File: src/hdl/idli_dcd_pkg.sv
// Types used only inside the decoder.
package idli_dcd_pkg;

  // Decode cycle of the current instruction, one per nibble.
  typedef logic [1:0] cycle_t;

  // Decode state. The top two bits of every state give the cycle, so the
  // cycle never needs a counter of its own.
  typedef enum logic [5:0] {
    // Cycle 0 sees the opcode nibble.
    STATE_INIT         = 6'b000000,
    STATE_IMM_0        = 6'b001111,

    // Cycle 1 has the opcode path known.
    STATE_NOP_BZ       = 6'b010000,
    STATE_EQ_LT        = 6'b010001,
    STATE_GE           = 6'b010010,
    STATE_ADD_SUB      = 6'b011000,
    STATE_AND_ANDN     = 6'b011001,
    STATE_OR_XOR       = 6'b011010,
    STATE_MOV_PC_BP_JP = 6'b011011,
    STATE_IMM_1        = 6'b011111,

    // Cycle 2 is left with operand parsing and a few control bits.
    STATE_NOP_0        = 6'b100000,
    STATE_BZ           = 6'b100001,
    STATE_QBC          = 6'b100010,
    STATE_ABC          = 6'b100100,
    STATE_BP_JP        = 6'b100111,
    STATE_MOV_PC       = 6'b101000,
    STATE_IMM_2        = 6'b101111,

    // Cycle 3 completes the instruction.
    STATE_NOP_1        = 6'b110000,
    STATE_BC           = 6'b110001,
    STATE_C            = 6'b110010,
    STATE_IMM_3        = 6'b111111
  } state_t;

endpackage

File: src/hdl/idli_isa_pkg.sv
// Types of the instruction set that the decoder and the execute side share.
package idli_isa_pkg;

  // One nibble of the serial instruction stream.
  typedef logic [3:0] sqi_data_t;

  // Index of a general register.
  typedef logic [2:0] greg_t;

  // A C field of 7 takes the right operand from the immediate that
  // follows the instruction.
  localparam greg_t GREG_IMM = 3'd7;

  // Index of a predicate register.
  typedef logic [1:0] preg_t;

  // Predicate register 3 always reads as true.
  localparam preg_t PREG_PT = 2'd3;

  // Source of the left operand of the ALU.
  typedef enum logic [1:0] {
    LHS_SRC_REG  = 2'd0,
    LHS_SRC_PC   = 2'd1,
    LHS_SRC_ZERO = 2'd2
  } lhs_src_t;

  // Source of the right operand of the ALU.
  typedef enum logic {
    RHS_SRC_REG = 1'b0,
    RHS_SRC_IMM = 1'b1
  } rhs_src_t;

  // ALU operation. Subtraction is an add with inverted rhs and carry in.
  typedef enum logic [1:0] {
    ALU_OP_ADD = 2'd0,
    ALU_OP_AND = 2'd1,
    ALU_OP_OR  = 2'd2,
    ALU_OP_XOR = 2'd3
  } alu_op_t;

  // Comparison applied to the result of the subtraction.
  typedef enum logic [1:0] {
    CMP_OP_EQ = 2'd0,
    CMP_OP_NE = 2'd1,
    CMP_OP_LT = 2'd2,
    CMP_OP_GE = 2'd3
  } cmp_op_t;

  // Register fields of an instruction and which of them are read.
  typedef struct packed {
    preg_t p;
    preg_t q;
    greg_t a;
    greg_t b;
    greg_t c;
    logic  a_vld;
    logic  b_vld;
    logic  c_vld;
    logic  q_vld;
  } opnd_t;

  // Execute controls of an instruction.
  typedef struct packed {
    lhs_src_t lhs_src;
    rhs_src_t rhs_src;
    alu_op_t  alu_op;
    logic     alu_cin;
    logic     alu_rhs_inv;
    cmp_op_t  cmp_op;
    logic     cmp_signed;
    logic     wr_pc;
    logic     wr_lr;
    logic     p_inv;
  } ctrl_t;

  // Fully decoded operation as handed to execute.
  typedef struct packed {
    opnd_t opnd;
    ctrl_t ctrl;
  } op_t;

endpackage
File: src/hdl/idli_decode.sv
`timescale 1ns/1ps

// Nibble-serial instruction decoder. The sequencer tracks progress through
// the instruction while the two decoders build the operands and the
// controls, and the result is presented with the fourth nibble.
module idli_decode (
  // Clock and reset.
  input  var logic                    i_dcd_gck,
  input  var logic                    i_dcd_rst_n,

  // Instruction nibble and whether it is valid.
  input  var idli_isa_pkg::sqi_data_t i_dcd_enc,
  input  var logic                    i_dcd_enc_vld,

  // Execute has redirected and the immediate must not be skipped.
  input  var logic                    i_dcd_ex_redirect,

  // Decoded operation and whether it is valid.
  output var idli_isa_pkg::op_t       o_dcd_op,
  output var logic                    o_dcd_op_vld
);

  // Decode progress shared by both decoders.
  idli_dcd_pkg::state_t   state;
  idli_dcd_pkg::cycle_t   cycle;
  logic                   capture;

  // Live decoder outputs.
  idli_isa_pkg::opnd_t    opnd;
  idli_isa_pkg::ctrl_t    ctrl;
  idli_isa_pkg::rhs_src_t rhs_src;

  idli_dcd_seq u_seq (
    .i_dcd_gck,
    .i_dcd_rst_n,
    .i_dcd_enc,
    .i_dcd_enc_vld,
    .i_dcd_ex_redirect,
    .i_seq_rhs_src (rhs_src),
    .o_seq_state   (state),
    .o_seq_cycle   (cycle),
    .o_seq_capture (capture),
    .o_dcd_op_vld
  );

  idli_dcd_operand u_operand (
    .i_dcd_gck,
    .i_dcd_enc,
    .i_opnd_state   (state),
    .i_opnd_cycle   (cycle),
    .i_opnd_capture (capture),
    .o_opnd         (opnd)
  );

  idli_dcd_ctrl u_ctrl (
    .i_dcd_gck,
    .i_dcd_enc,
    .i_ctrl_state   (state),
    .i_ctrl_capture (capture),
    .o_ctrl         (ctrl),
    .o_ctrl_rhs_src (rhs_src)
  );

  // The operation is the live view of both halves so execute sees it in the
  // cycle of the final nibble.
  always_comb begin
    o_dcd_op.opnd = opnd;
    o_dcd_op.ctrl = ctrl;
  end

endmodule

File: src/hdl/idli_dcd_ctrl.sv
`timescale 1ns/1ps

// Control decoder. Each control is settled in the state that reveals it and
// then carried through the states that follow, so the final cycle presents
// the full set of execute controls.
module idli_dcd_ctrl (
  // Clock.
  input  var logic                    i_dcd_gck,

  // Current instruction nibble.
  input  var idli_isa_pkg::sqi_data_t i_dcd_enc,

  // Decode progress from the sequencer.
  input  var idli_dcd_pkg::state_t    i_ctrl_state,
  input  var logic                    i_ctrl_capture,

  // Controls including the current nibble.
  output var idli_isa_pkg::ctrl_t     o_ctrl,

  // Live rhs source so the sequencer can skip the immediate.
  output var idli_isa_pkg::rhs_src_t  o_ctrl_rhs_src
);

  // Controls settled on earlier nibbles, and the live view.
  idli_isa_pkg::ctrl_t ctrl_q;
  idli_isa_pkg::ctrl_t ctrl_d;

  always_comb begin
    // Flags clear unless a state sets or keeps them. The lhs source and
    // the ALU op carry over until a state replaces them.
    ctrl_d         = '0;
    ctrl_d.lhs_src = ctrl_q.lhs_src;
    ctrl_d.alu_op  = ctrl_q.alu_op;
    ctrl_d.cmp_op  = idli_isa_pkg::CMP_OP_EQ;

    // C arrives in the final nibble, and 7 there selects the immediate.
    if (i_dcd_enc[2:0] == idli_isa_pkg::GREG_IMM) begin
      ctrl_d.rhs_src = idli_isa_pkg::RHS_SRC_IMM;
    end else begin
      ctrl_d.rhs_src = idli_isa_pkg::RHS_SRC_REG;
    end

    case (i_ctrl_state)
      idli_dcd_pkg::STATE_ADD_SUB: begin
        // SUB adds the inverted rhs with a carry in.
        ctrl_d.alu_op      = idli_isa_pkg::ALU_OP_ADD;
        ctrl_d.alu_cin     = i_dcd_enc[3];
        ctrl_d.alu_rhs_inv = i_dcd_enc[3];
      end
      idli_dcd_pkg::STATE_AND_ANDN: begin
        ctrl_d.alu_op      = idli_isa_pkg::ALU_OP_AND;
        ctrl_d.alu_rhs_inv = i_dcd_enc[3];
      end
      idli_dcd_pkg::STATE_OR_XOR: begin
        if (i_dcd_enc[3]) begin
          ctrl_d.alu_op = idli_isa_pkg::ALU_OP_XOR;
        end else begin
          ctrl_d.alu_op = idli_isa_pkg::ALU_OP_OR;
        end
      end
      idli_dcd_pkg::STATE_EQ_LT: begin
        // Comparisons subtract and test the result.
        ctrl_d.alu_op      = idli_isa_pkg::ALU_OP_ADD;
        ctrl_d.alu_cin     = 1'b1;
        ctrl_d.alu_rhs_inv = 1'b1;
        case ({i_dcd_enc[3], i_dcd_enc[0]})
          2'b00:   ctrl_d.cmp_op = idli_isa_pkg::CMP_OP_EQ;
          2'b01:   ctrl_d.cmp_op = idli_isa_pkg::CMP_OP_NE;
          default: ctrl_d.cmp_op = idli_isa_pkg::CMP_OP_LT;
        endcase

        // Only LTU has both bits set.
        ctrl_d.cmp_signed = ~&{i_dcd_enc[3], i_dcd_enc[0]};
      end
      idli_dcd_pkg::STATE_GE: begin
        ctrl_d.alu_op      = idli_isa_pkg::ALU_OP_ADD;
        ctrl_d.alu_cin     = 1'b1;
        ctrl_d.alu_rhs_inv = 1'b1;
        ctrl_d.cmp_op      = idli_isa_pkg::CMP_OP_GE;
        ctrl_d.cmp_signed  = i_dcd_enc[3] | ~i_dcd_enc[0];
      end
      idli_dcd_pkg::STATE_MOV_PC_BP_JP: begin
        // Moves and branch targets add the lhs to the rhs.
        ctrl_d.alu_op = idli_isa_pkg::ALU_OP_ADD;
      end
      idli_dcd_pkg::STATE_BZ: begin
        ctrl_d.wr_pc = 1'b1;
      end
      idli_dcd_pkg::STATE_BP_JP: begin
        // Jumps name a register in bits 3:2 and so have no PC base.
        ctrl_d.wr_pc = 1'b1;
        ctrl_d.wr_lr = i_dcd_enc[1];
        ctrl_d.p_inv = i_dcd_enc[0];
        if (|i_dcd_enc[3:2]) begin
          ctrl_d.lhs_src = idli_isa_pkg::LHS_SRC_ZERO;
        end else begin
          ctrl_d.lhs_src = idli_isa_pkg::LHS_SRC_PC;
        end
      end
      idli_dcd_pkg::STATE_MOV_PC: begin
        if (i_dcd_enc[0]) begin
          ctrl_d.lhs_src = idli_isa_pkg::LHS_SRC_PC;
        end else begin
          ctrl_d.lhs_src = idli_isa_pkg::LHS_SRC_ZERO;
        end
      end
      idli_dcd_pkg::STATE_QBC: begin
        ctrl_d.alu_cin     = ctrl_q.alu_cin;
        ctrl_d.alu_rhs_inv = ctrl_q.alu_rhs_inv;
        ctrl_d.cmp_op      = ctrl_q.cmp_op;
        ctrl_d.cmp_signed  = ctrl_q.cmp_signed;
      end
      idli_dcd_pkg::STATE_ABC: begin
        ctrl_d.lhs_src     = idli_isa_pkg::LHS_SRC_REG;
        ctrl_d.alu_cin     = ctrl_q.alu_cin;
        ctrl_d.alu_rhs_inv = ctrl_q.alu_rhs_inv;
      end
      idli_dcd_pkg::STATE_BC: begin
        // Reached from ALU, compare and branch on zero paths alike.
        ctrl_d.lhs_src     = idli_isa_pkg::LHS_SRC_REG;
        ctrl_d.alu_cin     = ctrl_q.alu_cin;
        ctrl_d.alu_rhs_inv = ctrl_q.alu_rhs_inv;
        ctrl_d.cmp_op      = ctrl_q.cmp_op;
        ctrl_d.cmp_signed  = ctrl_q.cmp_signed;
        ctrl_d.wr_pc       = ctrl_q.wr_pc;
      end
      idli_dcd_pkg::STATE_C: begin
        ctrl_d.wr_pc = ctrl_q.wr_pc;
        ctrl_d.wr_lr = ctrl_q.wr_lr;
        ctrl_d.p_inv = ctrl_q.p_inv;
      end
      default: begin
        // NOP and immediate states add no controls.
      end
    endcase
  end

  always_ff @(posedge i_dcd_gck) begin
    if (i_ctrl_capture) begin
      ctrl_q <= ctrl_d;
    end
  end

  always_comb o_ctrl = ctrl_d;

  always_comb o_ctrl_rhs_src = ctrl_d.rhs_src;

endmodule

File: src/hdl/idli_dcd_operand.sv
`timescale 1ns/1ps

// Operand field extraction. Register fields sit at the same nibble positions
// in every supported instruction, so they are placed by cycle alone. Only
// the valid flags and the fixed predicate of a branch on zero depend on the
// decode state.
module idli_dcd_operand (
  // Clock.
  input  var logic                    i_dcd_gck,

  // Current instruction nibble.
  input  var idli_isa_pkg::sqi_data_t i_dcd_enc,

  // Decode progress from the sequencer.
  input  var idli_dcd_pkg::state_t    i_opnd_state,
  input  var idli_dcd_pkg::cycle_t    i_opnd_cycle,
  input  var logic                    i_opnd_capture,

  // Operand fields including the current nibble.
  output var idli_isa_pkg::opnd_t     o_opnd
);

  // Fields gathered on earlier nibbles, and the live view that merges in
  // the current one.
  idli_isa_pkg::opnd_t opnd_q;
  idli_isa_pkg::opnd_t opnd_d;

  always_comb begin
    opnd_d = opnd_q;

    case (i_opnd_cycle)
      2'd1: begin
        // Branch on zero is not predicated, so it always uses PT.
        if (i_opnd_state == idli_dcd_pkg::STATE_NOP_BZ) begin
          opnd_d.p = idli_isa_pkg::PREG_PT;
        end else begin
          opnd_d.p = i_dcd_enc[2:1];
        end
        opnd_d.a[2]  = i_dcd_enc[0];

        // Only comparisons write a predicate.
        opnd_d.q_vld = i_opnd_state == idli_dcd_pkg::STATE_EQ_LT
                    || i_opnd_state == idli_dcd_pkg::STATE_GE;
      end
      2'd2: begin
        // Q and the low bits of A share the same nibble bits.
        opnd_d.q      = i_dcd_enc[3:2];
        opnd_d.a[1:0] = i_dcd_enc[3:2];
        opnd_d.b[2:1] = i_dcd_enc[1:0];
        opnd_d.a_vld  = i_opnd_state == idli_dcd_pkg::STATE_ABC
                     || i_opnd_state == idli_dcd_pkg::STATE_MOV_PC;
      end
      2'd3: begin
        opnd_d.b[0]  = i_dcd_enc[3];
        opnd_d.c     = i_dcd_enc[2:0];
        opnd_d.b_vld = i_opnd_state == idli_dcd_pkg::STATE_BC;
        opnd_d.c_vld = i_opnd_state == idli_dcd_pkg::STATE_BC
                    || i_opnd_state == idli_dcd_pkg::STATE_C;
      end
      default: begin
        // The first nibble is the opcode and carries no operand bits.
      end
    endcase
  end

  always_ff @(posedge i_dcd_gck) begin
    if (i_opnd_capture) begin
      opnd_q <= opnd_d;
    end
  end

  always_comb o_opnd = opnd_d;

endmodule

File: src/hdl/idli_dcd_seq.sv
`timescale 1ns/1ps

// Decode sequencer. It follows the opcode path over the four nibbles of an
// instruction and steps over the four immediate nibbles when an instruction
// reads an immediate.
module idli_dcd_seq (
  // Clock and reset.
  input  var logic                    i_dcd_gck,
  input  var logic                    i_dcd_rst_n,

  // Instruction nibble and whether it is valid.
  input  var idli_isa_pkg::sqi_data_t i_dcd_enc,
  input  var logic                    i_dcd_enc_vld,

  // Redirect from execute.
  input  var logic                    i_dcd_ex_redirect,

  // Live rhs source of the instruction in its final cycle.
  input  var idli_isa_pkg::rhs_src_t  i_seq_rhs_src,

  // Decode progress for the field decoders.
  output var idli_dcd_pkg::state_t    o_seq_state,
  output var idli_dcd_pkg::cycle_t    o_seq_cycle,
  output var logic                    o_seq_capture,

  // Decoded operation is valid.
  output var logic                    o_dcd_op_vld
);

  // Current and next decode state.
  idli_dcd_pkg::state_t state_q;
  idli_dcd_pkg::state_t state_d;

  always_ff @(posedge i_dcd_gck or negedge i_dcd_rst_n) begin
    if (!i_dcd_rst_n) begin
      state_q <= idli_dcd_pkg::STATE_INIT;
    end else begin
      state_q <= state_d;
    end
  end

  always_comb begin
    state_d = state_q;

    case (state_q)
      idli_dcd_pkg::STATE_INIT: begin
        // Wait for the first nibble, which is the opcode. Unsupported
        // opcodes follow the NOP path so the whole instruction is consumed.
        if (i_dcd_enc_vld) begin
          case (i_dcd_enc)
            4'b0100: state_d = idli_dcd_pkg::STATE_EQ_LT;
            4'b0101: state_d = idli_dcd_pkg::STATE_GE;
            4'b1100: state_d = idli_dcd_pkg::STATE_ADD_SUB;
            4'b1101: state_d = idli_dcd_pkg::STATE_AND_ANDN;
            4'b1110: state_d = idli_dcd_pkg::STATE_OR_XOR;
            4'b1111: state_d = idli_dcd_pkg::STATE_MOV_PC_BP_JP;
            default: state_d = idli_dcd_pkg::STATE_NOP_BZ;
          endcase
        end
      end
      idli_dcd_pkg::STATE_NOP_BZ: begin
        // Nibble 1 tells a branch on zero apart from a NOP.
        if (i_dcd_enc[3:1] == 3'b001) begin
          state_d = idli_dcd_pkg::STATE_BZ;
        end else begin
          state_d = idli_dcd_pkg::STATE_NOP_0;
        end
      end
      idli_dcd_pkg::STATE_EQ_LT,
      idli_dcd_pkg::STATE_GE: begin
        // The comparison is fully known, so only Q, B and C remain.
        state_d = idli_dcd_pkg::STATE_QBC;
      end
      idli_dcd_pkg::STATE_ADD_SUB,
      idli_dcd_pkg::STATE_AND_ANDN,
      idli_dcd_pkg::STATE_OR_XOR: begin
        state_d = idli_dcd_pkg::STATE_ABC;
      end
      idli_dcd_pkg::STATE_MOV_PC_BP_JP: begin
        // Branches and jumps set the top bit, moves leave it clear.
        if (i_dcd_enc[3]) begin
          state_d = idli_dcd_pkg::STATE_BP_JP;
        end else begin
          state_d = idli_dcd_pkg::STATE_MOV_PC;
        end
      end
      idli_dcd_pkg::STATE_BZ,
      idli_dcd_pkg::STATE_QBC,
      idli_dcd_pkg::STATE_ABC: state_d = idli_dcd_pkg::STATE_BC;
      idli_dcd_pkg::STATE_BP_JP,
      idli_dcd_pkg::STATE_MOV_PC: state_d = idli_dcd_pkg::STATE_C;
      idli_dcd_pkg::STATE_NOP_0: state_d = idli_dcd_pkg::STATE_NOP_1;
      idli_dcd_pkg::STATE_IMM_0: state_d = idli_dcd_pkg::STATE_IMM_1;
      idli_dcd_pkg::STATE_IMM_1: state_d = idli_dcd_pkg::STATE_IMM_2;
      idli_dcd_pkg::STATE_IMM_2: state_d = idli_dcd_pkg::STATE_IMM_3;
      idli_dcd_pkg::STATE_IMM_3: state_d = idli_dcd_pkg::STATE_INIT;
      default: begin
        // The final cycle of an instruction. An immediate follows when C
        // selects it, but a redirect means the stream restarts at a new
        // instruction instead.
        if (i_seq_rhs_src == idli_isa_pkg::RHS_SRC_IMM && !i_dcd_ex_redirect) begin
          state_d = idli_dcd_pkg::STATE_IMM_0;
        end else begin
          state_d = idli_dcd_pkg::STATE_INIT;
        end
      end
    endcase
  end

  always_comb o_seq_state = state_q;

  // The cycle is encoded in the top of the state.
  always_comb o_seq_cycle = state_q[5:4];

  // Fields are held on every nibble but the last, as the last one is
  // presented live.
  always_comb o_seq_capture = i_dcd_enc_vld && o_seq_cycle != 2'd3;

  // NOPs are dropped here and immediate data is never an operation.
  always_comb begin
    o_dcd_op_vld = o_seq_cycle == 2'd3
                && state_q != idli_dcd_pkg::STATE_NOP_1
                && state_q != idli_dcd_pkg::STATE_IMM_3;
  end

endmodule

File: config.mk
export PLATFORM = sky130hd
export DESIGN_NAME = idli_decode
export DESIGN_NICKNAME = d
export VERILOG_FILES = /design/src/hdl/idli_dcd_pkg.sv /design/src/hdl/idli_isa_pkg.sv /design/src/hdl/idli_decode.sv /design/src/hdl/idli_dcd_ctrl.sv /design/src/hdl/idli_dcd_operand.sv /design/src/hdl/idli_dcd_seq.sv
export SDC_FILE = /design/constraint.sdc
export NUM_CORES = 1
export LEC_CHECK = 0
export BUFFER_PORTS_ARGS = -buffer_cell sky130_fd_sc_hd__buf_2
export CAP_MARGIN = 20
export CORE_ASPECT_RATIO = 0.75
export CORE_MARGIN = 5
export CORE_UTILIZATION = 25
export DETAILED_ROUTE_END_ITERATION = 6
export GPL_TIMING_DRIVEN = 0
export PLACE_DENSITY = 0.5
export RECOVER_POWER = 100
export SYNTH_ARGS = -nofsm -noshare
export SYNTH_HDL_FRONTEND = slang
export SYNTH_HIERARCHICAL = 1
export SYNTH_SLANG_ARGS = --single-unit
File: constraint.sdc
create_clock -name i_dcd_gck -period 1.69 [get_ports i_dcd_gck]
set_input_delay 0.0845 -clock i_dcd_gck [delete_from_list [all_inputs] [get_ports i_dcd_gck]]
set_output_delay 0.0845 -clock i_dcd_gck [all_outputs]
set_load 0.02 [all_outputs]
# Yosys cells after proc, flatten, opt, wreduce, memory -nomap -nowiden
# Cells that the tools add are included.
dict set report totals {
  regBits 35
  in_bits 8
  output_inout_bits 31
  word_cells 107
}
dict set report op_classes {
  eq_ne 35
  mux 27
  n_bitwise 2
  reduce_logical 24
}
# operator n
set ops {}
lappend ops {{6-bit case mux with 12 select lines} 1}
lappend ops {{6-bit equality test, second input constant} 10}
lappend ops {{6-bit by 5-bit equality test with 1-bit output, second input constant} 8}
lappend ops {{4-bit case mux with 6 select lines} 1}
lappend ops {{4-bit equality test, second input constant} 4}
lappend ops {{4-bit 2-to-1 mux} 4}
lappend ops {{2-bit OR reduction} 8}
lappend ops {{2-bit 2-to-1 mux} 6}
lappend ops {{6-bit inequality test, second input constant} 2}
lappend ops {{2-bit case mux with 3 select lines} 2}
lappend ops {{3-bit case mux with 3 select lines} 1}
lappend ops {{3-bit OR reduction} 3}
lappend ops {{4-bit by 3-bit equality test with 1-bit output, second input constant} 2}
lappend ops {{2-bit case mux with 2 select lines} 2}
lappend ops {{6-bit by 4-bit equality test with 1-bit output, second input constant} 1}
lappend ops {{6-bit logical NOT} 1}
lappend ops {{1-bit 2-to-1 mux} 6}
lappend ops {{6-bit 2-to-1 mux} 1}
lappend ops {{1-bit case mux with 3 select lines} 2}
lappend ops {{2-bit by 1-bit equality test with 1-bit output, second input constant} 2}
lappend ops {{2-bit equality test, second input constant} 2}
lappend ops {{1-bit logical AND} 4}
lappend ops {{2-bit inequality test, second input constant} 2}
lappend ops {{4-bit OR reduction} 1}
lappend ops {{other kinds (9)} 12}

# Depth between registers and ports, before layout
dict set report depth {
  ltp_word 5
  depth_mapped 6
  ltp_nobuf 5
}

# Hierarchy
# The synthesis kept the hierarchy.
# mod n_inst cells_per_inst area_per_inst_um2 seq_area_each_um2
set by_module_without_submodules {}
lappend by_module_without_submodules {idli_dcd_ctrl 1 89 935.9 360.3}
lappend by_module_without_submodules {idli_dcd_operand 1 71 802.0 510.5}
lappend by_module_without_submodules {idli_dcd_seq 1 86 613.1 150.1}

# Worst setup path before layout
# No wires, ideal clock.
dict set report synth_path {
  path_kind {flip-flop to flip-flop}
  from {register u_seq.state_q[4], in the netlist u_seq/o_seq_state[4]}
  to {register u_ctrl/ctrl_q[5] (netlist bit), data pin}
  setup_ns 0.261
  t_arrival_ns 1.764
  required_time_ns 1.429
  setup_slack_ns -0.335
  stages_incl_launch_ff 6
  path_buffers 2
  period_less_slack_ns 2.025
  cell_sequence {dfrtp_1 -> buf_4 -> buf_4 -> or3b_1 -> or2_1 -> o2bb2ai_1}
}
# item line_no
set synth_rtl {}
lappend synth_rtl {{from (decl)} idli_dcd_seq.sv:31} ;# idli_dcd_pkg::state_t state_q;
lappend synth_rtl {{from (signal assigned)} idli_dcd_seq.sv:36} ;# state_q <= idli_dcd_pkg::STATE_INIT;
lappend synth_rtl {{from (signal assigned)} idli_dcd_seq.sv:38} ;# state_q <= state_d;
lappend synth_rtl {{to (signal assigned)} idli_dcd_ctrl.sv:140} ;# ctrl_q <= ctrl_d;
lappend synth_rtl {{to (decl)} idli_dcd_ctrl.sv:25} ;# idli_isa_pkg::ctrl_t ctrl_q;

==> summary.md <==
| Metric | Value |
|---|---|
| Final antenna-violating net count | 0 |
| Most instantiated cells after synthesis | nand2_1, edfxtp_1, o21ai_0 |
| Non-Filler Cell Area, Final | ~3700 sq um |
| Total Die Area | 11,500 sq um |
| Clock sink total | 35 |
| Height of the die | 94.0 microns |
| Post-layout min period | 2120 ps |
| Number of distinct library cells after synthesis | 63 |
| Capturing element type of the critical path | output pin |
| Core area | 9120 sq um |
| Count of endpoints failing hold in the final timing report | 0 |
| Antenna violations before repair | 0 |
| Post-Place Worst Slack | -302 ps |
| Number of buffers and inverters on the critical path | 2 |
| Via count of the first global-routing pass | 2,204 |
| Setup Crit Path Kind | reg -> out |
| Part of the power in the clock network | 16.3% |
| Yosys warning total | 6 |
| Smallest hold slack | 247 ps |
| # port buffers | 38 |
| Switch share | 40.5% |
| Iter 0 DRT Violations | 131 |
| Sequential share of power | 20.2% |
| Wire length per cell after detailed routing | about 16 microns |
| Series of cell instances along the critical path | buf_6, or3b_4, a2111oi_4, a22o_2, buf_6 |
| EDFF count, synth | 29 |
| Share of the clock period used by the worst path | 125% |
| Critical Path RT | 1610 ps |
| Routed via count | 2,281 |
| Highest-delay cell along the critical path | dfrtp_2 |
| Net count after synthesis | between 200 and 300 |
| CTS tree | yes |
| Maximum number of pins on one net before global-route repair | 16 |
| Sequential-to-total area share from yosys stat | 43.4% |
| Combinational share of power | 63.4% |
| Type of the worst min-delay path | in -> async |
| Slew at the pin closest to its max-slew limit | ~550 ps |
| Diodes inserted | 0 |
| Clk Tree Root Cell | clkbuf_16 |
| Post-route clock skew | 2.85 ps |
| Power Dens Cells | 2010 nW/um^2 |
| Num ports | 39 |
| Per-instance average area after synthesis | 9.56 sq um |
| Starting density of the core | about a quarter |
| Worst vdd rail ir drop | between 0.5 and 0.6 mV |
| Number of nets in the layout | 334 |
| Final number of max-transition violations | 0 |
| Critical Path Max Stage Delay | 430 ps |
| Die W | 122 microns |
| GP Congestion | 0.838 |
| Async SR Flop Fraction | 17.1% |
| Violations in the final reports | negative setup slack |
| Kind of cell adding the most delay to the critical path | compound AO/OA/AOI/OAI gates |
| Highest net fanout along the worst path | 4 |
| Signed area change from the synthesized netlist to the final layout | 57.1% |
| Predominant post-synthesis flop cell | edfxtp_1 |
| Biggest area consumer among synthesized cells | edfxtp_1 |
| Total CTS buffers | 5 |
| Wire length of the first global-routing pass | between 10,000 and 15,000 microns |
| Data arrival time of the critical path | 2030 ps |
| Pre-antenna DRT Iters | 4 |
| Final core utilization | 40.5% |
| Setup Viol. Count Final | 25 |
| Total internal power | roughly 4.4 mW |
| Number of maximum-capacitance constraint violations | 0 |
| Via/cell ratio | between 5 and 6 |
| Fraction of layout cells with a size suffix above 1 | just over 50% |
| Overall routed net length | 7420 microns |
| Standard-cell row count | 30 |
| Bufs on Longest Clock Path | 2 |
| Total congestion overflow | 0 |
| Top post-synthesis cells by area | edfxtp_1, dfrtp_1, nand2_1, o21ai_0, a21oi_1 |
| Normalized max-slew margin | a little over three fifths |
| Most numerous cell in the Yosys netlist | nand2_1 |
| Leakage power total | about 1.5 nW |
| Estimated wirelength of the detail-placed design | approximately 4400 microns |
| Area of the mapped netlist | roughly 2400 sq um |
| Clock transition at path regs | approximately 60 ps |
| Crit path top cell by count | buf_6 |
| Kind of start point of the critical path | flop |
| Final worst slack | -427 ps |
| Sw power | 3.00 mW |
| Total power | 7.42 mW |
| Outcome | finished, violations left |
| Post-synthesis sequential element count | 35 |
| Share of Yosys cell area claimed by the top area cell type | 37.0% |
| Post-route DRC violation count | 0 |
| RSZ-0062 raised after global routing | true |
| Max frequency | around 470 MHz |
| Insertion delay to the later sink of the worst-skew pair | 290 ps |
| Fillers | between 800 and 900 |
| Overall fraction of global-route tracks in use | about an eighth |
| Cell Area, Placed | about 2700 sq um |
| Post-Syn Instances | 246 |
| Maximum level of the CTS H-tree | 2 |
[through the flow]
stage / TNS (ps) / std cells
finish: -4570 / 455
global route: -6320 / 455
CTS: -5040 / 451
detailed placement: -11400 / 412
global placement: -11640 / 412
floorplan: -703 / 246
[cells by family after synthesis]
kind of cell,share of synthesized area (%)
and+or+nand+nor,29.3
AOI/OAI and AO/OA,17.7
DFF,43.4
buffers and inverters,5.80
xor gates and xnor gates,1.86
muxes,1.92
[power groups by stage]
stage               sequential (mW)  combinational (mW)  clock, mW
floorplan                      1.52                2.15          0
global placement               1.60                2.88          0
detailed placement             1.60                2.89          0
CTS                            1.49                4.18       1.24
global route                   1.53                5.03       1.29
finish                         1.50                4.71       1.21
[per-layer routing]
layer	vias to the layer above	share of wire [%]	track usage [%]
li1	1083	-	-
met1	1109	47	18.5
met2	78	45	19.0
met3	11	7.1	3.49
met4	0	1.5	5.69
met5	-	0	0
[registers in the layout, summed over array words and instances (netlist names)]
register,cells
u_ctrl/ctrl_q,12
u_seq/o_seq_state,6
u_operand/opnd_q,17
[cell type report]
type,count,area [sq um],area share [%]
Multi-Input combinational cell,187,1500,40.7
Sequential cell,35,1030,27.8
Timing Repair Buffer,72,608,16.5
Buffer,16,169,4.57
Tap cell,128,160,4.34
Clock buffer,6,129,3.49
Clock inverter,2,60.1,1.63
Inverter,9,36.3,0.982
[cell usage in the layout (no fill, tap or decap), drive strengths merged, types with 3 or more instances in the layout]
master / n
a21oi: 14
a22o: 3
and2: 3
and4b: 4
buf: 82
clkbuf: 11
dfrtp: 6
edfxtp: 29
inv: 9
mux2: 4
nand2: 35
nand2b: 4
nand3: 3
nand4: 6
nor2: 17
nor2b: 10
nor3: 5
nor3b: 4
nor4: 3
o211ai: 3
o21ai: 18
o21bai: 3
o2bb2ai: 3
or2: 3
or3b: 4
xor2: 3
[worst paths after layout]
check                                      from                   end  slack (ps)  cells after the start
max                        u_seq/o_seq_state[4]           o_dcd_op[3]        -430                      5
min                                 i_dcd_rst_n  u_seq/o_seq_state[1]         250                      2
max reg2reg                u_seq/o_seq_state[4]  u_seq/o_seq_state[1]        -230                      8
min reg2reg                u_operand/opnd_q[12]  u_operand/opnd_q[12]         550                      2
max in group asynchronous           i_dcd_rst_n  u_seq/o_seq_state[3]        1130                      2
min in group i_dcd_gck        i_dcd_ex_redirect  u_seq/o_seq_state[3]         250                      4
[what timing repair did]
item / in CTS / in global routing
gates cloned: 1 / 0
setup endpoints to repair: 65 / 60
pin swaps: 24 / 18
endpoints found under the hold margin: 6 / 0
hold buffers: 1 / 0
resized for setup: 103 / 50
buffers inserted: 29 / 5
[worst reg2reg max path, stage by stage, from the launching register on]
cell       delay [ps]
dfrtp_2           430
buf_4             150
buf_12            140
buf_6             150
nor4b_1           150
a31oi_1           190
o21ai_1           100
a2111oi_2         390
o21bai_1          100
No activity file was read; power rests on OpenSTA's default activity.
